==> config.mk <==
export PLATFORM = sky130hd
export DESIGN_NAME = colorMapper
export DESIGN_NICKNAME = d
export VERILOG_FILES = /design/src/displayPkg.sv /design/src/gamePkg.sv /design/src/colorMapper.sv /design/src/pixelMixer.sv /design/src/petLayer.sv /design/src/objectLayer.sv /design/src/foodTable.sv
export SDC_FILE = /design/constraint.sdc
export NUM_CORES = 1
export LEC_CHECK = 0
export ABC_AREA = 1
export BUFFER_PORTS_ARGS = -buffer_cell sky130_fd_sc_hd__buf_2
export CORE_MARGIN = 3
export CORE_UTILIZATION = 50
export DETAILED_ROUTE_END_ITERATION = 16
export PLACE_DENSITY = 0.68
export SETUP_SLACK_MARGIN = 0.4
export SYNTH_ARGS = -nofsm -noshare
export SYNTH_HDL_FRONTEND = slang
export SYNTH_SLANG_ARGS = --single-unit
==> constraint.sdc <==
create_clock -name frame_clk -period 19.2 [get_ports frame_clk]
set_input_delay 2.88 -clock frame_clk [delete_from_list [all_inputs] [get_ports frame_clk]]
set_output_delay 2.88 -clock frame_clk [all_outputs]
set_load 0.01 [all_outputs]
==> src/displayPkg.sv <==
package displayPkg;

    // --------------------
    // Screen geometry
    // --------------------
    localparam int coordWidth = 10;
    localparam int colorWidth = 8;
    // Packed {red, green, blue}
    localparam int rgbWidth = 3 * colorWidth;

    // Pet sprite box, left and top inclusive
    localparam logic [coordWidth-1:0] petLeft = 10'd100;
    localparam logic [coordWidth-1:0] petRight = 10'd149;
    localparam logic [coordWidth-1:0] petTop = 10'd187;
    localparam logic [coordWidth-1:0] petBottom = 10'd240;
    // Sprite cell edge in pixels
    localparam logic [coordWidth-1:0] cellSize = 10'd8;

    // Status bars share the same columns
    localparam logic [coordWidth-1:0] barLeft = 10'd75;
    localparam logic [coordWidth-1:0] barRight = 10'd134;
    localparam logic [coordWidth-1:0] barHungerTop = 10'd250;
    localparam logic [coordWidth-1:0] barHungerBottom = 10'd274;
    localparam logic [coordWidth-1:0] barHappyTop = 10'd300;
    localparam logic [coordWidth-1:0] barHappyBottom = 10'd324;
    // Longest drawable fill, stats clip here
    localparam logic [coordWidth-1:0] barLength = 10'd59;

    // Region codes for the pet layer
    localparam int regionWidth = 2;
    localparam logic [regionWidth-1:0] regionNone = 2'd0;
    localparam logic [regionWidth-1:0] regionPet = 2'd1;
    localparam logic [regionWidth-1:0] regionHunger = 2'd2;
    localparam logic [regionWidth-1:0] regionHappy = 2'd3;

    // --------------------
    // Colours
    // --------------------
    localparam int palIdxWidth = 4;
    // Fixed sprite palette, entry 0 first
    localparam logic [rgbWidth-1:0] palette [2**palIdxWidth] = '{
        24'h000000, 24'hffffff, 24'hff0000, 24'h00ff00,
        24'h0000ff, 24'hffff00, 24'h00ffff, 24'hff8000,
        24'h804000, 24'hffc0c0, 24'h808080, 24'h400080,
        24'h008040, 24'hc0c0ff, 24'hff4080, 24'h206020
    };
    localparam logic [rgbWidth-1:0] barHungerColor = 24'h00c000;
    localparam logic [rgbWidth-1:0] barHappyColor = 24'hffff00;
    localparam logic [rgbWidth-1:0] barEmptyColor = 24'h404040;
    localparam logic [rgbWidth-1:0] foodColor = 24'hff00ff;
    localparam logic [rgbWidth-1:0] ballColor = 24'h000000;

    // Gradient steps once per 8 columns
    localparam logic [coordWidth-1:0] bgStep = 10'd8;
    localparam logic [colorWidth-1:0] bgGreenBase = 8'hff;
    localparam logic [colorWidth-1:0] bgBlueBase = 8'ha0;

    // Pipeline depth, layers then mixer
    localparam int layerLatency = 2;
    localparam int mapperLatency = 3;

endpackage
==> src/gamePkg.sv <==
package gamePkg;

    import displayPkg::coordWidth;

    // --------------------
    // Food table
    // --------------------
    localparam int foodCount = 4;
    localparam int foodIndexWidth = 2;
    // One box per word: {tlX, tlY, brX, brY}
    localparam int foodBoxWidth = 4 * coordWidth;

    // Top-left inclusive, bottom-right exclusive
    // All boxes sit in the upper right play field
    localparam logic [foodBoxWidth-1:0] foodBoxes [foodCount] = '{
        {10'd340, 10'd60, 10'd400, 10'd110},
        {10'd450, 10'd120, 10'd520, 10'd180},
        {10'd540, 10'd50, 10'd590, 10'd100},
        {10'd380, 10'd140, 10'd440, 10'd190}
    };

    // --------------------
    // Pet stats and ball
    // --------------------
    // Hunger and happiness, 0 to 100
    localparam int statWidth = 7;

    // Ball radius in pixels, up to 63
    localparam int ballSizeWidth = 6;

endpackage

==> src/colorMapper.sv <==
module colorMapper
    import displayPkg::*, gamePkg::*;
(
    input  logic                      frame_clk,
    input  logic                      rstN,
    input  logic                      pixelValid,
    input  logic                      frameStart,
    input  logic [coordWidth-1:0]     drawX,
    input  logic [coordWidth-1:0]     drawY,
    input  logic [coordWidth-1:0]     ballX,
    input  logic [coordWidth-1:0]     ballY,
    input  logic [ballSizeWidth-1:0]  ballSize,
    input  logic [7:0]                sprite,
    input  logic [statWidth-1:0]      hunger,
    input  logic [statWidth-1:0]      happiness,
    output logic [colorWidth-1:0]     red,
    output logic [colorWidth-1:0]     green,
    output logic [colorWidth-1:0]     blue,
    output logic                      rgbValid,
    output logic                      eaten,
    output logic                      hurt,
    output logic [foodIndexWidth-1:0] foodIndex
);

    // Pet side, two cycles behind the scan
    logic                  petOn;
    logic [rgbWidth-1:0]   petColor;
    logic                  petValid;
    logic [coordWidth-1:0] petDrawX;
    // Object side, same depth
    logic                  ballOn;
    logic                  foodOn;
    logic                  objValid;

    petLayer i_petLayer (
        .frame_clk (frame_clk),
        .rstN      (rstN),
        .pixelValid(pixelValid),
        .drawX     (drawX),
        .drawY     (drawY),
        .sprite    (sprite),
        .hunger    (hunger),
        .happiness (happiness),
        .petOn     (petOn),
        .petColor  (petColor),
        .petValid  (petValid),
        .petDrawX  (petDrawX)
    );

    objectLayer i_objectLayer (
        .frame_clk (frame_clk),
        .rstN      (rstN),
        .pixelValid(pixelValid),
        .frameStart(frameStart),
        .drawX     (drawX),
        .drawY     (drawY),
        .ballX     (ballX),
        .ballY     (ballY),
        .ballSize  (ballSize),
        .hunger    (hunger),
        .ballOn    (ballOn),
        .foodOn    (foodOn),
        .objValid  (objValid),
        .foodIndex (foodIndex),
        .eaten     (eaten),
        .hurt      (hurt)
    );

    pixelMixer i_pixelMixer (
        .frame_clk(frame_clk),
        .rstN     (rstN),
        .petValid (petValid),
        .petOn    (petOn),
        .petColor (petColor),
        .petDrawX (petDrawX),
        .ballOn   (ballOn),
        .foodOn   (foodOn),
        .objValid (objValid),
        .red      (red),
        .green    (green),
        .blue     (blue),
        .rgbValid (rgbValid)
    );

endmodule

==> src/pixelMixer.sv <==
module pixelMixer
    import displayPkg::*;
(
    input  logic                  frame_clk,
    input  logic                  rstN,
    input  logic                  petValid,
    input  logic                  petOn,
    input  logic [rgbWidth-1:0]   petColor,
    input  logic [coordWidth-1:0] petDrawX,
    input  logic                  ballOn,
    input  logic                  foodOn,
    input  logic                  objValid,
    output logic [colorWidth-1:0] red,
    output logic [colorWidth-1:0] green,
    output logic [colorWidth-1:0] blue,
    output logic                  rgbValid
);

    logic [coordWidth-1:0] xStep;
    logic [colorWidth-1:0] bgGreen;
    logic [colorWidth-1:0] bgBlue;
    logic [rgbWidth-1:0]   mixColor;

    // --------------------
    // Priority select
    // --------------------
    always_comb
    begin
        // Gradient, green fades while blue rises
        xStep = petDrawX / bgStep;
        bgGreen = bgGreenBase - xStep[colorWidth-1:0];
        bgBlue = bgBlueBase + xStep[colorWidth-1:0];

        // Food on top, then ball, then pet and bars
        if (foodOn)
            mixColor = foodColor;
        else if (ballOn)
            mixColor = ballColor;
        else if (petOn)
            mixColor = petColor;
        else
            mixColor = {{colorWidth{1'b0}}, bgGreen, bgBlue};
    end

    always_ff @(posedge frame_clk)
    begin
        if (!rstN)
        begin
            rgbValid <= 1'b0;
            red <= '0;
            green <= '0;
            blue <= '0;
        end
        else
        begin
            rgbValid <= petValid;
            if (petValid)
                {red, green, blue} <= mixColor;
        end
    end

    // Both layers must stay in lockstep
    assert property (@(posedge frame_clk) disable iff (!rstN) petValid == objValid);

endmodule

==> src/petLayer.sv <==
module petLayer
    import displayPkg::*, gamePkg::*;
(
    input  logic                  frame_clk,
    input  logic                  rstN,
    input  logic                  pixelValid,
    input  logic [coordWidth-1:0] drawX,
    input  logic [coordWidth-1:0] drawY,
    input  logic [7:0]            sprite,
    input  logic [statWidth-1:0]  hunger,
    input  logic [statWidth-1:0]  happiness,
    output logic                  petOn,
    output logic [rgbWidth-1:0]   petColor,
    output logic                  petValid,
    output logic [coordWidth-1:0] petDrawX
);

    // Stage 1 decode
    logic                   inPet;
    logic                   inHunger;
    logic                   inHappy;
    logic [coordWidth-1:0]  petOffX;
    logic [coordWidth-1:0]  petOffY;
    logic [palIdxWidth-1:0] cellX;
    logic [palIdxWidth-1:0] cellY;
    logic [coordWidth-1:0]  barOff;
    logic [coordWidth-1:0]  hungerClip;
    logic [coordWidth-1:0]  happyClip;
    logic [coordWidth-1:0]  barStat;
    logic [regionWidth-1:0] region;
    logic [palIdxWidth-1:0] palIdx;
    logic                   barFill;

    // Stage 1 registers
    logic                   s1Valid;
    logic [regionWidth-1:0] s1Region;
    logic [palIdxWidth-1:0] s1PalIdx;
    logic                   s1Fill;
    logic [coordWidth-1:0]  s1DrawX;

    // Stage 2 lookup
    logic                   s2On;
    logic [rgbWidth-1:0]    s2Color;

    // --------------------
    // Stage 1
    // --------------------
    always_comb
    begin
        inPet = (drawX >= petLeft) && (drawX < petRight)
             && (drawY >= petTop) && (drawY < petBottom);
        inHunger = (drawX >= barLeft) && (drawX < barRight)
                && (drawY >= barHungerTop) && (drawY < barHungerBottom);
        inHappy = (drawX >= barLeft) && (drawX < barRight)
               && (drawY >= barHappyTop) && (drawY < barHappyBottom);

        // Cell coordinates, only the low bits reach the palette
        petOffX = drawX - petLeft;
        petOffY = drawY - petTop;
        cellX = palIdxWidth'(petOffX / cellSize);
        cellY = palIdxWidth'(petOffY / cellSize);
        // 4-bit wrap is the modulo 16
        palIdx = sprite[palIdxWidth-1:0] + cellX + cellY;

        // Stats above the bar length draw as full
        hungerClip = {{(coordWidth-statWidth){1'b0}}, hunger};
        if (hungerClip > barLength)
            hungerClip = barLength;
        happyClip = {{(coordWidth-statWidth){1'b0}}, happiness};
        if (happyClip > barLength)
            happyClip = barLength;

        barOff = drawX - barLeft;
        barStat = inHunger ? hungerClip : happyClip;
        barFill = barOff < barStat;

        // Regions never overlap, order is only a tiebreak
        if (inPet)
            region = regionPet;
        else if (inHunger)
            region = regionHunger;
        else if (inHappy)
            region = regionHappy;
        else
            region = regionNone;
    end

    always_ff @(posedge frame_clk)
    begin
        if (!rstN)
            s1Valid <= 1'b0;
        else
            s1Valid <= pixelValid;
    end

    always_ff @(posedge frame_clk)
    begin
        if (pixelValid)
        begin
            s1Region <= region;
            s1PalIdx <= palIdx;
            s1Fill <= barFill;
            s1DrawX <= drawX;
        end
    end

    // --------------------
    // Stage 2
    // --------------------
    always_comb
    begin
        s2On = 1'b1;
        case (s1Region)
            regionPet:    s2Color = palette[s1PalIdx];
            regionHunger: s2Color = s1Fill ? barHungerColor : barEmptyColor;
            regionHappy:  s2Color = s1Fill ? barHappyColor : barEmptyColor;
            default:
            begin
                s2On = 1'b0;
                s2Color = '0;
            end
        endcase
    end

    always_ff @(posedge frame_clk)
    begin
        if (!rstN)
            petValid <= 1'b0;
        else
            petValid <= s1Valid;
    end

    always_ff @(posedge frame_clk)
    begin
        if (s1Valid)
        begin
            petOn <= s2On;
            petColor <= s2Color;
            // Mixer needs drawX aligned with the colour
            petDrawX <= s1DrawX;
        end
    end

endmodule

==> src/objectLayer.sv <==
module objectLayer
    import displayPkg::*, gamePkg::*;
(
    input  logic                      frame_clk,
    input  logic                      rstN,
    input  logic                      pixelValid,
    input  logic                      frameStart,
    input  logic [coordWidth-1:0]     drawX,
    input  logic [coordWidth-1:0]     drawY,
    input  logic [coordWidth-1:0]     ballX,
    input  logic [coordWidth-1:0]     ballY,
    input  logic [ballSizeWidth-1:0]  ballSize,
    input  logic [statWidth-1:0]      hunger,
    output logic                      ballOn,
    output logic                      foodOn,
    output logic                      objValid,
    output logic [foodIndexWidth-1:0] foodIndex,
    output logic                      eaten,
    output logic                      hurt
);

    // Current food box
    logic [coordWidth-1:0] foodTlX;
    logic [coordWidth-1:0] foodTlY;
    logic [coordWidth-1:0] foodBrX;
    logic [coordWidth-1:0] foodBrY;

    // Stage 1, one extra bit for the sign
    logic signed [coordWidth:0]  distX;
    logic signed [coordWidth:0]  distY;
    logic                        inFood;
    logic                        s1Valid;
    logic signed [coordWidth:0]  s1DistX;
    logic signed [coordWidth:0]  s1DistY;
    logic [ballSizeWidth-1:0]    s1Size;
    logic                        s1Food;

    // Stage 2, squares are never negative
    logic [2*coordWidth+1:0]     distSq;
    logic [2*ballSizeWidth-1:0]  sizeSq;

    foodTable i_foodTable (
        .frame_clk (frame_clk),
        .rstN      (rstN),
        .frameStart(frameStart),
        .ballX     (ballX),
        .ballY     (ballY),
        .hunger    (hunger),
        .foodTlX   (foodTlX),
        .foodTlY   (foodTlY),
        .foodBrX   (foodBrX),
        .foodBrY   (foodBrY),
        .foodIndex (foodIndex),
        .eaten     (eaten),
        .hurt      (hurt)
    );

    // --------------------
    // Stage 1
    // --------------------
    assign distX = $signed({1'b0, drawX}) - $signed({1'b0, ballX});
    assign distY = $signed({1'b0, drawY}) - $signed({1'b0, ballY});
    assign inFood = (drawX >= foodTlX) && (drawX < foodBrX)
                 && (drawY >= foodTlY) && (drawY < foodBrY);

    always_ff @(posedge frame_clk)
    begin
        if (!rstN)
            s1Valid <= 1'b0;
        else
            s1Valid <= pixelValid;
    end

    always_ff @(posedge frame_clk)
    begin
        if (pixelValid)
        begin
            s1DistX <= distX;
            s1DistY <= distY;
            s1Size <= ballSize;
            s1Food <= inFood;
        end
    end

    // --------------------
    // Stage 2
    // --------------------
    // Multipliers get a full cycle here
    assign distSq = s1DistX * s1DistX + s1DistY * s1DistY;
    assign sizeSq = s1Size * s1Size;

    always_ff @(posedge frame_clk)
    begin
        if (!rstN)
            objValid <= 1'b0;
        else
            objValid <= s1Valid;
    end

    always_ff @(posedge frame_clk)
    begin
        if (s1Valid)
        begin
            // Edge of the circle counts as inside
            ballOn <= distSq <= {{(2*coordWidth+2-2*ballSizeWidth){1'b0}}, sizeSq};
            foodOn <= s1Food;
        end
    end

endmodule

==> src/foodTable.sv <==
module foodTable
    import displayPkg::*, gamePkg::*;
(
    input  logic                      frame_clk,
    input  logic                      rstN,
    input  logic                      frameStart,
    input  logic [coordWidth-1:0]     ballX,
    input  logic [coordWidth-1:0]     ballY,
    input  logic [statWidth-1:0]      hunger,
    output logic [coordWidth-1:0]     foodTlX,
    output logic [coordWidth-1:0]     foodTlY,
    output logic [coordWidth-1:0]     foodBrX,
    output logic [coordWidth-1:0]     foodBrY,
    output logic [foodIndexWidth-1:0] foodIndex,
    output logic                      eaten,
    output logic                      hurt
);

    logic [foodBoxWidth-1:0] box;
    logic                    ballInBox;
    logic                    lastEntry;

    // Current box, fields packed tlX first
    assign box = foodBoxes[foodIndex];
    assign foodTlX = box[4*coordWidth-1 -: coordWidth];
    assign foodTlY = box[3*coordWidth-1 -: coordWidth];
    assign foodBrX = box[2*coordWidth-1 -: coordWidth];
    assign foodBrY = box[coordWidth-1 -: coordWidth];

    // Ball centre only, radius ignored
    assign ballInBox = (ballX >= foodTlX) && (ballX < foodBrX)
                    && (ballY >= foodTlY) && (ballY < foodBrY);
    assign lastEntry = (foodIndex == foodIndexWidth'(foodCount - 1));

    // --------------------
    // Frame start events
    // --------------------
    always_ff @(posedge frame_clk)
    begin
        if (!rstN)
        begin
            foodIndex <= '0;
            eaten <= 1'b0;
            hurt <= 1'b0;
        end
        else
        begin
            eaten <= frameStart && ballInBox;
            hurt <= frameStart && (hunger == '0);
            // Next food appears once this one is eaten
            if (frameStart && ballInBox)
            begin
                if (lastEntry)
                    foodIndex <= '0;
                else
                    foodIndex <= foodIndex + 1'b1;
            end
        end
    end

    // Pulses stay single even across back-to-back frames
    assert property (@(posedge frame_clk) disable iff (!rstN) eaten |=> !eaten);
    assert property (@(posedge frame_clk) disable iff (!rstN) hurt |=> !hurt);

endmodule

# After elaboration in Yosys (flattened, before gate mapping)
# Memories as Yosys holds them, arrays and structs flattened.
# Cells that the tools add are included.
dict set report op_classes {
  add_sub_neg 11
  multipliers 3
  magnitude_cmp 24
  n_eq_ne 4
  n_mux 18
  bitwise 2
  reduce_logical 18
}
# cell n
set op_table {}
lappend op_table {{24-bit two-way mux} 6}
lappend op_table {{40-bit binary-select mux with 2-bit select} 1}
lappend op_table {{40-bit two-way mux} 2}
lappend op_table {{24-bit one-hot mux with 3 select lines} 1}
lappend op_table {{10-bit < comparator} 5}
lappend op_table {{11-bit by 11-bit multiplier with 22-bit output} 2}
lappend op_table {{10-bit greater-or-equal comparator} 4}
lappend op_table {{10-bit by 8-bit < comparator with 1-bit output, second input constant} 3}
lappend op_table {{23-bit two-way mux} 1}
lappend op_table {{22-bit adder} 1}
lappend op_table {{22-bit by 12-bit less-or-equal comparator with 1-bit output} 1}
lappend op_table {{10-bit by 10-bit subtractor with 11-bit output} 2}
lappend op_table {{7-bit two-way mux} 3}
lappend op_table {{10-bit by 7-bit greater-or-equal comparator with 1-bit output, second input constant} 2}
lappend op_table {{10-bit by 8-bit greater-or-equal comparator with 1-bit output, second input constant} 2}
lappend op_table {{10-bit by 9-bit < comparator with 1-bit output, second input constant} 2}
lappend op_table {{1-bit logical AND} 16}
lappend op_table {{7-bit by 6-bit greater-than comparator with 1-bit output, second input constant} 2}
lappend op_table {{6-bit by 6-bit multiplier with 12-bit output} 1}
lappend op_table {{10-bit by 9-bit greater-or-equal comparator with 1-bit output, second input constant} 1}
lappend op_table {{10-bit by 7-bit subtractor with 10-bit output, second input constant} 1}
lappend op_table {{4-bit adder} 2}
lappend op_table {{8-bit by 7-bit adder with 8-bit output, first input constant} 1}
lappend op_table {{8-bit by 7-bit subtractor with 8-bit output, first input constant} 1}
lappend op_table {{13 further kinds} 17}
dict set report totals {
  register_bits 114
  rom_bits 384
  wordCells 103
  n_memories 1
}
# name words width read_ports rd_ports_with_merged_regs write_ports line
set mem_list {}
lappend mem_list {{(name not given)} 16 24 1 0 0 petLayer.sv:114} ;# regionPet: s2Color = palette[s1PalIdx];

# Depth between registers and ports, before layout
# Gate-level depths: netlist of run 1.
dict set report depth {
  ltp_word 9
  depth_mapped 38
  depth_no_buf 37
}

# By module
# A second synthesis of run 1 with hierarchy kept.
dict set report hier_totals {
  cells_unflattened 2248
  hier_area_um2 18007.3
}
# module n_inst cells_each area_each_um2 seq_area_each_um2
set by_module_without_submodules {}
lappend by_module_without_submodules {objectLayer 1 1555 12804.8 970.9}
lappend by_module_without_submodules {petLayer 1 324 2847.7 1241.2}
lappend by_module_without_submodules {foodTable 1 197 1211.2 80.1}
lappend by_module_without_submodules {pixelMixer 1 172 1143.6 500.5}

# Worst setup path after synthesis of run 1
# No wires, ideal clock.
dict set report synth_timing {
  path_type {register to register}
  startpoint {register i_objectLayer.s1DistX[7]}
  endpoint {register i_objectLayer.ballOn, data pin}
  setup_ns 0.138
  arrival_time_ns 6.531
  required_time_ns 19.062
  slack_ns 12.531
  stages_incl_launch_ff 37
  path_buffers 1
  path_cell_list {edfxtp_1 clkbuf_1 nand2_1 fa_1 inv_1 fa_1 inv_1 fa_1 fa_1 fa_1 inv_1 fa_1 inv_1 fa_1 inv_1 ha_1 nand2_1 nor2_1 nand2_1 nand3_1 nand3_1 nand2_1 xor2_1 ha_1 nand2_1 inv_1 nand2_1 nand2_1 nor2_1 nand2_1 nand2_1 nand3_1 nor2_1 nand3_1 nor2_1 nand4_1 nor2_1}
}
dict set report synth_via {
  elab_chain_len 3
}
# item line
set synth_lines {}
lappend synth_lines {{from (decl)} objectLayer.sv:33} ;# logic signed [coordWidth:0] s1DistX;
lappend synth_lines {{from (signal assigned)} objectLayer.sv:78} ;# s1DistX <= distX;
lappend synth_lines {{11-bit by 11-bit multiplier with 22-bit output} objectLayer.sv:89} ;# assign distSq = s1DistX * s1DistX + s1DistY * s1DistY;
lappend synth_lines {{22-bit adder} objectLayer.sv:89}
lappend synth_lines {{22-bit by 12-bit less-or-equal comparator with 1-bit output} objectLayer.sv:105} ;# ballOn <= distSq <= {{(2*coordWidth+2-2*ballSizeWidth){1'b0}}, sizeSq};
lappend synth_lines {{to (signal assigned)} objectLayer.sv:105}
lappend synth_lines {{to (decl)} objectLayer.sv:14} ;# output logic ballOn,
# No other way between the ends.
# A chain may end at the register's enable or synchronous reset.

# Worst setup path after layout of run 1
dict set report layout_timing {
  startpoint {register i_objectLayer.s1DistY[2]}
  endpoint {register i_objectLayer.ballOn, data pin}
}
dict set report layout_via {
  elab_chain_len 3
}
# item line
set layout_lines {}
lappend layout_lines {{from (decl)} objectLayer.sv:34} ;# logic signed [coordWidth:0] s1DistY;
lappend layout_lines {{from (signal assigned)} objectLayer.sv:79} ;# s1DistY <= distY;
lappend layout_lines {{11-bit by 11-bit multiplier with 22-bit output} objectLayer.sv:89}
lappend layout_lines {{22-bit adder} objectLayer.sv:89}
lappend layout_lines {{22-bit by 12-bit less-or-equal comparator with 1-bit output} objectLayer.sv:105}
# No other way between the ends.

==> metrics.txt, run 1 <==
# TYPE chip_impl_metric gauge
chip_impl_info{name="synth_flop_cell",value="sky130_fd_sc_hd__edfxtp_1"} 1
chip_impl_metric{name="detail_route.wl_per_cell",unit="µm"} 14.4
chip_impl_metric{name="yosysSeqAreaShare",unit=""} 0.154
chip_impl_metric{name="worstSkewPairLatency",unit="ps"} 350
chip_impl_metric{name="ctsHoldBuffers",unit=""} 0
chip_impl_metric{name="area_overhead_of_the_layout_relative_to_synthesis",unit="%"} 7.22
chip_impl_metric{name="ff2ff_setup_slack",unit="ps"} 11730
chip_impl_info{name="slowest_stage",value="sky130_fd_sc_hd__edfxtp_1"} 1
chip_impl_metric{name="core_area",unit="µm²"} 31800
chip_impl_metric{name="post_synth_mux_area_share",unit=""} 0
chip_impl_metric{name="layout_min_cycle_time",unit="ps"} 7470
chip_impl_metric{name="worstPathArrival",unit="ps"} 7680
chip_impl_metric{name="number_of_instances_in_the_synthesized_netlist",unit=""} 1906
chip_impl_metric{name="grt_util_all_layers",unit=""} 0.212
chip_impl_metric{name="max-clock-path-buffers",unit=""} 2
chip_impl_metric{name="numCtsBuffers",unit=""} 9
chip_impl_metric{name="globalRoute.totalOverflow",unit=""} 0
chip_impl_metric{name="drt-initial-drc-count",unit=""} 676
chip_impl_info{name="largest_family_of_logic_cells_by_synthesized_area",value="adder cells"} 1
chip_impl_info{name="cts_root_buffer",value="sky130_fd_sc_hd__clkbuf_16"} 1
chip_impl_metric{name="cts.reportedPaths.clkPinSlew",unit="ps"} 80
chip_impl_metric{name="syn_nets",unit=""} 2438
chip_impl_metric{name="worst-path-max-fanout",unit=""} 13
chip_impl_info{name="worst_setup_path_end_kind",value="flop"} 1
chip_impl_metric{name="number_of_global_route_vias_before_repair",unit=""} 12600
chip_impl_metric{name="synth-edff-count",unit=""} 65
chip_impl_metric{name="post-cts-setup-buffer-count",unit=""} 0
chip_impl_metric{name="antennaDiodeCount",unit=""} 0
chip_impl_metric{name="syn-cell-area",unit="µm²"} 16200
chip_impl_metric{name="core.rowCount",unit=""} 65
chip_impl_info{name="cpMostUsedCell",value="sky130_fd_sc_hd__nand2_1"} 1
chip_impl_metric{name="ys_seq_elements",unit=""} 92
chip_impl_metric{name="min_delay_path_depth",unit=""} 0
chip_impl_metric{name="fillerInstances",unit=""} 2956
chip_impl_info{name="r2r_end",value="i_objectLayer.ballOn"} 1
chip_impl_metric{name="cp_data_required_time",unit="ps"} 19410
chip_impl_metric{name="final_layout_size_suffix_gt1_frac",unit=""} 0.0646
chip_impl_metric{name="setup_tns",unit="ps"} 0
chip_impl_info{name="rsz0062_at_grt",value="no"} 1
chip_impl_metric{name="synth_top_cell_area_share",unit=""} 0.311
chip_impl_info{name="run_status",value="completed"} 1
chip_impl_metric{name="routed_wl",unit="µm"} 34700
chip_impl_metric{name="timing.slew.headroom",unit=""} 0.305
chip_impl_metric{name="finalWeightedCongestion",unit=""} 0.929
chip_impl_metric{name="die_h",unit="µm"} 186
chip_impl_metric{name="clock_sinks",unit=""} 92
chip_impl_metric{name="route.detailed.vias_per_inst",unit=""} 5.09
chip_impl_metric{name="fp.dieW",unit="µm"} 186
chip_impl_metric{name="timing_hold_violations_final",unit=""} 0
chip_impl_info{name="worst_setup_path_startpoint",value="i_objectLayer.s1DistY[2]"} 1
chip_impl_info{name="critPathKind",value="reg -> reg"} 1
chip_impl_info{name="synthTopCellsByCount",value="514 x sky130_fd_sc_hd__inv_1, 315 x sky130_fd_sc_hd__nand2_1, 252 x sky130_fd_sc_hd__fa_1"} 1
chip_impl_metric{name="fmax",unit="MHz"} 134
chip_impl_metric{name="synth_async_sr_flop_share",unit=""} 0
chip_impl_metric{name="critical-path-max-stage-delay",unit="ps"} 820
chip_impl_info{name="timing.critical_path.from_type",value="flop"} 1
chip_impl_metric{name="slew_viol_final",unit=""} 0
chip_impl_metric{name="post_synth_fa_ha_maj_area_fraction",unit=""} 0.471
chip_impl_metric{name="synth_compound_area_frac",unit=""} 0.0720
chip_impl_metric{name="route.antenna.remaining_nets",unit=""} 0
chip_impl_metric{name="hpwl_after_detailed_placement",unit="µm"} 29400
chip_impl_metric{name="synth-simple-area-share",unit=""} 0.131
chip_impl_metric{name="post_cts_resized",unit=""} 0
chip_impl_metric{name="fin_skew",unit="ps"} 9.28
chip_impl_info{name="yosysMostFrequentCell",value="sky130_fd_sc_hd__inv_1"} 1
chip_impl_info{name="cts_tree",value="built"} 1
chip_impl_metric{name="finalSetupViolCount",unit=""} 0
chip_impl_metric{name="floorplan.die_area",unit="µm²"} 34600
chip_impl_metric{name="top_level_ports",unit=""} 101
chip_impl_info{name="synth_largest_area_cell",value="sky130_fd_sc_hd__fa_1"} 1
chip_impl_metric{name="drc",unit=""} 0
chip_impl_metric{name="timing_worst_slew_pin_value",unit="ps"} 1040
chip_impl_metric{name="fin_nets",unit=""} 2507
chip_impl_metric{name="finalCritPeriodShare",unit=""} 0.389
chip_impl_metric{name="post_synth.cell_area_avg",unit="µm²"} 8.51
chip_impl_metric{name="largest_net_degree_at_the_start_of_global_routing",unit=""} 45
chip_impl_metric{name="xor_xnor_fraction_of_synth_area",unit=""} 0.0421
chip_impl_metric{name="r2r_cells",unit=""} 35
chip_impl_metric{name="timing.max_cap.violations",unit=""} 0
chip_impl_metric{name="start_util",unit=""} 0.510
chip_impl_info{name="crit-reg2reg-launch",value="i_objectLayer.s1DistY[2]"} 1
chip_impl_metric{name="yosysUniqueCellTypes",unit=""} 47
chip_impl_metric{name="dr_total_vias",unit=""} 12300
chip_impl_metric{name="global_route_wire_length_before_repair",unit="µm"} 59200
chip_impl_metric{name="antenna_found_initial",unit=""} 0
chip_impl_metric{name="synthesis.yosys.warnings",unit=""} 0
chip_impl_info{name="critPathCapture",value="i_objectLayer.ballOn"} 1
chip_impl_info{name="hold_class",value="reg -> reg"} 1
chip_impl_info{name="yosys-top-cells-area",value="sky130_fd_sc_hd__fa_1 31%, sky130_fd_sc_hd__ha_1 16%, sky130_fd_sc_hd__edfxtp_1 12%"} 1
chip_impl_metric{name="ctsHtreeMaxLevel",unit=""} 3
chip_impl_metric{name="dr.pass1.iters",unit=""} 5
chip_impl_metric{name="numPortBuffers",unit=""} 96
## kinds of logic after synthesis
group / count (synthesis)
xor gates and xnor gates: 78
and+or+nand+nor: 513
adders and majority gates: 460
DFF: 92
buffers and inverters: 556
AOI/OAI and AO/OA: 206
other: 1
## layout by cell type, fill, tap and decap left out, types with 2 or more instances in the layout
cell type                     n
sky130_fd_sc_hd__a211oi_1     2
sky130_fd_sc_hd__a21o_1       5
sky130_fd_sc_hd__a21oi_1    112
sky130_fd_sc_hd__a31o_2       2
sky130_fd_sc_hd__a31oi_1      9
sky130_fd_sc_hd__a32oi_1      5
sky130_fd_sc_hd__buf_2       96
sky130_fd_sc_hd__clkbuf_16    9
sky130_fd_sc_hd__clkinv_1     2
sky130_fd_sc_hd__dfxtp_1     27
sky130_fd_sc_hd__edfxtp_1    65
sky130_fd_sc_hd__fa_1       252
sky130_fd_sc_hd__ha_1       208
sky130_fd_sc_hd__inv_1      514
sky130_fd_sc_hd__inv_8        4
sky130_fd_sc_hd__nand2_1    315
sky130_fd_sc_hd__nand3_1     45
sky130_fd_sc_hd__nand3_2      2
sky130_fd_sc_hd__nand3b_1     8
sky130_fd_sc_hd__nand4_1     14
sky130_fd_sc_hd__nor2_1     103
sky130_fd_sc_hd__nor3_1      13
sky130_fd_sc_hd__nor3b_1      3
sky130_fd_sc_hd__o2111ai_1    5
sky130_fd_sc_hd__o211ai_1     4
sky130_fd_sc_hd__o21ai_0     44
sky130_fd_sc_hd__o21bai_1     4
sky130_fd_sc_hd__o31ai_1      5
sky130_fd_sc_hd__or2_2        5
sky130_fd_sc_hd__xnor2_1     35
sky130_fd_sc_hd__xor2_1      43
## stage by stage
| step | hold slack [ps] | setup WS, ps | std cells | area [µm²] | util |
|---|---|---|---|---|---|
| 4_1_cts | 415 | 11630 | 2415 | 17400 | 0.547 |
| 3_5_place_dp | 405 | 11650 | 2399 | 17100 | 0.538 |
| 5_1_grt | 420 | 11150 | 2415 | 17400 | 0.547 |
| 6_report | 415 | 11730 | 2415 | 17400 | 0.547 |
| 2_1_floorplan | 400 | 12530 | 1906 | 16200 | - |
| 3_3_place_gp | 402 | 11720 | 2399 | 17100 | 0.538 |
## worst min-delay path by stage
stage / endpoint / startpoint
after floorplan: i_objectLayer.foodOn / i_objectLayer.s1Food
after global placement: i_petLayer.petDrawX[7] / i_petLayer.s1DrawX[7]
after detailed placement: i_petLayer.petDrawX[3] / i_petLayer.s1DrawX[3]
after CTS: i_petLayer.petDrawX[5] / i_petLayer.s1DrawX[5]
after global routing: i_petLayer.petDrawX[7] / i_petLayer.s1DrawX[7]
final: i_petLayer.petDrawX[5] / i_petLayer.s1DrawX[5]
## metal layers
layer | up-vias | track usage | part of all wire
li1 | 5959 | - | -
met1 | 6012 | 0.276 | 0.43
met2 | 265 | 0.383 | 0.51
met3 | 55 | 0.0187 | 0.041
met4 | 0 | 0.0524 | 0.023
met5 | - | 0 | 0
## state kept, by name, summed over array words and instances, names as in the netlist, 4 cells and up
signal and count:
i_pixelMixer.red 4, i_objectLayer.s1DistX 11, i_petLayer.s1PalIdx 4, i_pixelMixer.blue 8, i_petLayer.s1DrawX 7, i_petLayer.petDrawX 7
i_petLayer.petColor 12, i_pixelMixer.green 8, i_objectLayer.s1Size 6, i_objectLayer.s1DistY 11
## worst max-delay path, delay by kind of cell, from the launching register on
family | cells | cell delay [ps]
and+or+nand+nor | 19 | 1820
adders and majority gates | 9 | 4130
xor gates and xnor gates | 1 | 230
buffers and inverters | 6 | 310
DFF | 1 | 820
## area by class of cell
| type | count | area, µm² | share of cell area |
|---|---|---|---|
| Multi-Input combinational cell | 1258 | 11600 | 0.669 |
| Sequential cell | 92 | 2490 | 0.143 |
| Inverter | 517 | 1940 | 0.112 |
| Timing Repair Buffer | 97 | 488 | 0.0280 |
| Clock buffer | 9 | 225 | 0.0129 |
| Clock inverter | 7 | 76.3 | 0.00439 |
| Tap cell | 435 | 544 | 0.0313 |
Power of run 1 is left out: the tool's default activity adds up to more than one toggle a clock period on the data nets, which glitch-free logic cannot reach.
==> run 2: changes to the inputs <==
- PLACE_DENSITY: 0.68 -> 0.7
- clock period: 19.2 -> 6.4 ns (I/O delays scaled with it)
==> metrics.txt, run 2 (synthesized netlist as in run 1, its figures left out) <==
# TYPE chip_impl_metric gauge
chip_impl_metric{name="core_area",unit="µm²"} 31800
chip_impl_metric{name="dr_total_vias",unit=""} 12800
chip_impl_info{name="violated_checks",value="setup timing"} 1
chip_impl_metric{name="worstPathBufferInverterCount",unit=""} 6
chip_impl_metric{name="timing_hold_violations_final",unit=""} 0
chip_impl_metric{name="grt_util_all_layers",unit=""} 0.222
chip_impl_metric{name="fp.dieW",unit="µm"} 186
chip_impl_info{name="hold_class",value="reg -> reg"} 1
chip_impl_metric{name="final_layout_size_suffix_gt1_frac",unit=""} 0.156
chip_impl_metric{name="numCtsBuffers",unit=""} 9
chip_impl_metric{name="multiInputGateArea",unit="µm²"} 11900
chip_impl_info{name="crit-reg2reg-launch",value="i_objectLayer.s1DistX[2]"} 1
chip_impl_metric{name="number_of_global_route_vias_before_repair",unit=""} 13500
chip_impl_metric{name="worst-path-max-fanout",unit=""} 6
chip_impl_info{name="worstHoldStart",value="i_petLayer.s1DrawX[7]"} 1
chip_impl_metric{name="layout_min_cycle_time",unit="ps"} 6730
chip_impl_metric{name="global_route_wire_length_before_repair",unit="µm"} 62100
chip_impl_metric{name="worstPathArrival",unit="ps"} 6940
chip_impl_metric{name="finalHoldWorstSlack",unit="ps"} 422
chip_impl_metric{name="route.antenna.remaining_nets",unit=""} 0
chip_impl_metric{name="postLayoutCoreUtil",unit=""} 0.593
chip_impl_info{name="run_status",value="finished with violations"} 1
chip_impl_metric{name="fin_nets",unit=""} 2663
chip_impl_info{name="reg_top3",value="i_petLayer.petColor: 12 flops, i_objectLayer.s1DistX: 11 flops, i_objectLayer.s1DistY: 11 flops"} 1
chip_impl_info{name="rsz0062_at_grt",value="yes"} 1
chip_impl_metric{name="area.sequential",unit="µm²"} 2490
chip_impl_metric{name="route.detailed.vias_per_inst",unit=""} 4.95
chip_impl_info{name="most_frequent_standard_cell_in_the_layout_excluding_fill_and_tap_cells",value="sky130_fd_sc_hd__inv_1"} 1
chip_impl_metric{name="clock_sinks",unit=""} 92
chip_impl_metric{name="drc",unit=""} 0
chip_impl_metric{name="timing.max_cap.violations",unit=""} 0
chip_impl_metric{name="timing.slew.headroom",unit=""} 0.292
chip_impl_info{name="cts_root_buffer",value="sky130_fd_sc_hd__clkbuf_16"} 1
chip_impl_metric{name="timing_worst_slew_pin_value",unit="ps"} 1060
chip_impl_metric{name="antenna_found_initial",unit=""} 6
chip_impl_metric{name="routed_wl",unit="µm"} 36800
chip_impl_metric{name="detail_route.wl_per_cell",unit="µm"} 14.3
chip_impl_metric{name="fin_skew",unit="ps"} 8.87
chip_impl_metric{name="drt-initial-drc-count",unit=""} 687
chip_impl_metric{name="finalWeightedCongestion",unit=""} 0.913
chip_impl_metric{name="placed_cells_incl_taps",unit=""} 2538
chip_impl_metric{name="layoutNonFillerInstCount",unit=""} 2576
chip_impl_info{name="r2r_end",value="i_objectLayer.ballOn"} 1
chip_impl_metric{name="ff2ff_setup_slack",unit="ps"} -330
chip_impl_metric{name="finalSetupViolCount",unit=""} 1
chip_impl_metric{name="start_util",unit=""} 0.510
chip_impl_metric{name="worstSkewPairLatency",unit="ps"} 360
chip_impl_metric{name="floorplan.die_area",unit="µm²"} 34600
chip_impl_info{name="slowest_stage",value="sky130_fd_sc_hd__edfxtp_1"} 1
chip_impl_metric{name="finalCritPeriodShare",unit=""} 1.05
chip_impl_info{name="timing.critical_path.from_type",value="flop"} 1
chip_impl_metric{name="area_overhead_of_the_layout_relative_to_synthesis",unit="%"} 16.1
chip_impl_metric{name="hpwl_after_detailed_placement",unit="µm"} 31600
chip_impl_metric{name="die_h",unit="µm"} 186
chip_impl_metric{name="globalRoute.totalOverflow",unit=""} 0
chip_impl_info{name="worst_setup_path_end_kind",value="flop"} 1
chip_impl_metric{name="cts.reportedPaths.clkPinSlew",unit="ps"} 70
chip_impl_metric{name="r2r_cells",unit=""} 32
chip_impl_metric{name="top_level_ports",unit=""} 101
chip_impl_metric{name="fillerInstances",unit=""} 2734
chip_impl_info{name="cts_tree",value="built"} 1
chip_impl_metric{name="min_delay_path_depth",unit=""} 0
chip_impl_info{name="critPathKind",value="reg -> reg"} 1
chip_impl_metric{name="ctsHtreeMaxLevel",unit=""} 3
chip_impl_metric{name="final_critical_path_setup_slack",unit="ps"} -329
chip_impl_metric{name="largest_net_degree_at_the_start_of_global_routing",unit=""} 45
chip_impl_metric{name="core.rowCount",unit=""} 65
chip_impl_metric{name="setup_tns",unit="ps"} -329
chip_impl_metric{name="cp_data_required_time",unit="ps"} 6610
chip_impl_metric{name="fmax",unit="MHz"} 149
chip_impl_metric{name="largest_register_ffs",unit=""} 12
chip_impl_metric{name="critical-path-max-stage-delay",unit="ps"} 560
chip_impl_info{name="largest_register",value="i_petLayer.petColor"} 1
chip_impl_metric{name="numPortBuffers",unit=""} 96
chip_impl_info{name="layout.cells.most_common_list",value="506 x sky130_fd_sc_hd__inv_1, 294 x sky130_fd_sc_hd__nand2_1, 248 x sky130_fd_sc_hd__fa_1"} 1
chip_impl_info{name="timing.hold.worst_endpoint",value="i_petLayer.petDrawX[7]"} 1
chip_impl_metric{name="max-clock-path-buffers",unit=""} 2
chip_impl_metric{name="slew_viol_final",unit=""} 0
chip_impl_info{name="critical-path-top-delay-family",value="adder cells"} 1
chip_impl_metric{name="dr.pass1.iters",unit=""} 5
## run 2: changes by cell type in the layout (fill, tap and decap cells not counted), sizes merged
cell | before | now
clkinvlp | 0 | 2
clkinv | 4 | 5
buf | 97 | 253
diode | 0 | 5
inv | 520 | 517
## run 2: through the flow
| stage | area, µm² | setup slack, ps |
|---|---|---|
| after floorplan | 16500 | 106 |
| after global placement | 18300 | -320 |
| after detailed placement | 18300 | -429 |
| after CTS | 18800 | -314 |
| after global routing | 18800 | -707 |
| final | 18800 | -329 |
## run 2: what timing repair did
action                                  CTS  global route
gates resized for setup                  13            15
buffers inserted                         15             2
pin swaps                                18            15
endpoints found under the setup margin    1             1
hold buffers                              0             0
cloned                                    0             0
## run 2: how the worst max path moves through the flow
stage,start,endpoint,slack [ps],cells after the start
after floorplan,i_objectLayer.s1DistX[3],i_objectLayer.ballOn,110,36
after global placement,i_objectLayer.s1DistX[3],i_objectLayer.ballOn,-320,35
after detailed placement,i_objectLayer.s1DistY[6],i_objectLayer.ballOn,-430,35
after CTS,i_objectLayer.s1DistX[3],i_objectLayer.ballOn,-310,25
after global routing,i_objectLayer.s1DistX[2],i_objectLayer.ballOn,-710,35
final,i_objectLayer.s1DistX[2],i_objectLayer.ballOn,-330,32
## run 2: final cells by class
| cell class | count | share of cell area |
|---|---|---|
| Antenna cell | 5 | 0.000664 |
| Clock buffer | 9 | 0.0120 |
| Clock inverter | 7 | 0.00418 |
| Inverter | 517 | 0.103 |
| Multi-Input combinational cell | 1258 | 0.629 |
| Sequential cell | 92 | 0.132 |
| Tap cell | 435 | 0.0289 |
| Timing Repair Buffer | 253 | 0.0895 |
## run 2: per-layer routing
metal / part of all wire / GRT usage / vias to the layer above / routed length [µm]
li1: - / - / 6272 / -
met1: 0.42 / 0.284 / 6157 / 15500
met2: 0.51 / 0.398 / 268 / 18700
met3: 0.045 / 0.0307 / 56 / 1670
met4: 0.024 / 0.0605 / 2 / 873
met5: 0.00054 / 0 / - / 20
Power of run 2 is left out for the same reason.
==> run 3: changes to the inputs <==
- CELL_PAD_IN_SITES_DETAIL_PLACEMENT: not set -> 0
- CELL_PAD_IN_SITES_GLOBAL_PLACEMENT: not set -> 1
- CORE_UTILIZATION: 50 -> 44
- PLACE_DENSITY: 0.7 -> not set
- PLACE_DENSITY_LB_ADDON: not set -> 0.1
==> metrics.txt, run 3 (synthesized netlist as in run 1, its figures left out) <==
# TYPE chip_impl_metric gauge
chip_impl_info{name="rsz0062_at_grt",value="yes"} 1
chip_impl_metric{name="numPortBuffers",unit=""} 96
chip_impl_metric{name="timing.max_cap.violations",unit=""} 0
chip_impl_metric{name="top_level_ports",unit=""} 101
chip_impl_metric{name="dr_total_vias",unit=""} 12700
chip_impl_metric{name="cp_data_required_time",unit="ps"} 6510
chip_impl_metric{name="setup_tns",unit="ps"} -353
chip_impl_metric{name="hpwl_after_detailed_placement",unit="µm"} 33700
chip_impl_metric{name="fp.dieW",unit="µm"} 198
chip_impl_metric{name="dr.pass1.iters",unit=""} 5
chip_impl_metric{name="timing_hold_violations_final",unit=""} 0
chip_impl_info{name="violated_checks",value="setup timing"} 1
chip_impl_metric{name="postLayoutCoreUtil",unit=""} 0.534
chip_impl_metric{name="fin_nets",unit=""} 2691
chip_impl_info{name="cts_root_buffer",value="sky130_fd_sc_hd__clkbuf_16"} 1
chip_impl_metric{name="route.antenna.remaining_nets",unit=""} 0
chip_impl_info{name="cts_tree",value="built"} 1
chip_impl_metric{name="layoutNonFillerInstCount",unit=""} 2626
chip_impl_info{name="run_status",value="finished with violations"} 1
chip_impl_metric{name="cts.reportedPaths.clkPinSlew",unit="ps"} 70
chip_impl_metric{name="largest_net_degree_at_the_start_of_global_routing",unit=""} 45
chip_impl_metric{name="grt_util_all_layers",unit=""} 0.206
chip_impl_metric{name="fillerInstances",unit=""} 3462
chip_impl_metric{name="ctsHtreeMaxLevel",unit=""} 3
chip_impl_metric{name="drc",unit=""} 0
chip_impl_metric{name="floorplan.die_area",unit="µm²"} 39200
chip_impl_metric{name="finalHoldWorstSlack",unit="ps"} 410
chip_impl_metric{name="finalCritPeriodShare",unit=""} 1.06
chip_impl_metric{name="max-clock-path-buffers",unit=""} 2
chip_impl_metric{name="layout_min_cycle_time",unit="ps"} 6750
chip_impl_info{name="worst_setup_path_end_kind",value="flop"} 1
chip_impl_metric{name="core.rowCount",unit=""} 69
chip_impl_metric{name="timing_worst_slew_pin_value",unit="ps"} 1070
chip_impl_metric{name="finalWeightedCongestion",unit=""} 0.888
chip_impl_metric{name="die_h",unit="µm"} 198
chip_impl_info{name="largest_register",value="i_petLayer.petColor"} 1
chip_impl_metric{name="start_util",unit=""} 0.452
chip_impl_metric{name="final_layout_size_suffix_gt1_frac",unit=""} 0.174
chip_impl_metric{name="worstSkewPairLatency",unit="ps"} 350
chip_impl_metric{name="slew_viol_final",unit=""} 0
chip_impl_metric{name="routed_wl",unit="µm"} 38700
chip_impl_metric{name="timing.slew.headroom",unit=""} 0.283
chip_impl_metric{name="numCtsBuffers",unit=""} 9
chip_impl_info{name="critPathKind",value="reg -> reg"} 1
chip_impl_metric{name="detail_route.wl_per_cell",unit="µm"} 14.7
chip_impl_metric{name="route.detailed.vias_per_inst",unit=""} 4.82
chip_impl_metric{name="globalRoute.totalOverflow",unit=""} 0
chip_impl_metric{name="core_area",unit="µm²"} 35900
chip_impl_info{name="reg_top3",value="i_petLayer.petColor: 12 flops, i_objectLayer.s1DistX: 11 flops, i_objectLayer.s1DistY: 11 flops"} 1
chip_impl_info{name="hold_class",value="reg -> reg"} 1
chip_impl_metric{name="global_route_wire_length_before_repair",unit="µm"} 64700
chip_impl_metric{name="worstPathArrival",unit="ps"} 6860
chip_impl_info{name="timing.critical_path.from_type",value="flop"} 1
chip_impl_metric{name="clock_sinks",unit=""} 92
chip_impl_metric{name="finalSetupViolCount",unit=""} 1
chip_impl_metric{name="drt-initial-drc-count",unit=""} 527
chip_impl_metric{name="number_of_global_route_vias_before_repair",unit=""} 13300
chip_impl_metric{name="fmax",unit="MHz"} 148
chip_impl_metric{name="fin_skew",unit="ps"} 13.7
chip_impl_info{name="layout.cells.most_common_list",value="501 x sky130_fd_sc_hd__inv_1, 293 x sky130_fd_sc_hd__nand2_1, 247 x sky130_fd_sc_hd__fa_1"} 1
chip_impl_metric{name="antenna_found_initial",unit=""} 3
chip_impl_metric{name="area_overhead_of_the_layout_relative_to_synthesis",unit="%"} 18.2
chip_impl_metric{name="final_critical_path_setup_slack",unit="ps"} -353
chip_impl_metric{name="worst-path-max-fanout",unit=""} 5
chip_impl_metric{name="largest_register_ffs",unit=""} 12
chip_impl_metric{name="placed_cells_incl_taps",unit=""} 2591
chip_impl_info{name="most_frequent_standard_cell_in_the_layout_excluding_fill_and_tap_cells",value="sky130_fd_sc_hd__inv_1"} 1
## run 3: changes by cell type in the layout (fill, tap and decap cells not counted), moves of 4 or more
cell / change
sky130_fd_sc_hd__buf_4: +21
sky130_fd_sc_hd__buf_6: +5
sky130_fd_sc_hd__inv_1: -5
sky130_fd_sc_hd__inv_2: +5
sky130_fd_sc_hd__diode_2: -4
## run 3: cell type report
class                   count  area (µm²)  area share
diodes                      1        2.50    0.000131
clock buffers              10         229      0.0119
clock inverters             6        52.6     0.00274
inverters                 517        1950       0.102
multi-input cells        1258       11900       0.622
flip-flops and latches     92        2490       0.130
well taps                 461         577      0.0301
repair buffers            281        1940       0.101
## run 3: what timing repair did
action                                  CTS  global route
resized for setup                        18            34
endpoints found under the setup margin    1             1
hold buffers                              0             0
pin swaps                                25            33
buffers inserted                         13             5
## run 3: per-stage QoR
step                      area, µm²  worst slack [ps]
final                         19200              -353
after detailed placement      18600              -463
after floorplan               16500               106
after CTS                     19000              -329
after global routing          19200              -630
after global placement        18600              -421
## run 3: worst paths after layout
check | start | endpoint | slack (ps) | cells after the start
max | i_objectLayer.s1DistX[3] | i_objectLayer.ballOn | -350 | 25
min reg2reg | i_objectLayer.s1Food | i_objectLayer.foodOn | 410 | 0
min | i_objectLayer.s1Food | i_objectLayer.foodOn | 410 | 0
max reg2reg | i_objectLayer.s1DistX[3] | i_objectLayer.ballOn | -350 | 25
## run 3: worst max-delay path, stage by stage, from the launching register on
cell and delay [ps]:
sky130_fd_sc_hd__edfxtp_1 530, sky130_fd_sc_hd__buf_6 180, sky130_fd_sc_hd__buf_4 150, sky130_fd_sc_hd__nand2_1 50, sky130_fd_sc_hd__inv_1 50, sky130_fd_sc_hd__fa_1 530, sky130_fd_sc_hd__fa_1 490, sky130_fd_sc_hd__buf_4 180
sky130_fd_sc_hd__buf_4 150, sky130_fd_sc_hd__fa_1 530, sky130_fd_sc_hd__inv_1 60, sky130_fd_sc_hd__fa_1 520, sky130_fd_sc_hd__fa_1 450, sky130_fd_sc_hd__fa_1 580, sky130_fd_sc_hd__inv_1 70, sky130_fd_sc_hd__fa_1 500
sky130_fd_sc_hd__ha_1 340, sky130_fd_sc_hd__inv_1 130, sky130_fd_sc_hd__nor3_2 60, sky130_fd_sc_hd__buf_4 140, sky130_fd_sc_hd__a21oi_1 140, sky130_fd_sc_hd__o211ai_1 100, sky130_fd_sc_hd__buf_4 170, sky130_fd_sc_hd__nand3b_1 170
sky130_fd_sc_hd__nand2_2 150, sky130_fd_sc_hd__nor2_1 60
## run 3: layer usage
layer	GRT usage	share of wire
met1	0.278	0.46
met2	0.363	0.50
met3	0.0228	0.031
met4	0.0417	0.013
met5	0	0.00041
Power of run 3 is left out for the same reason.
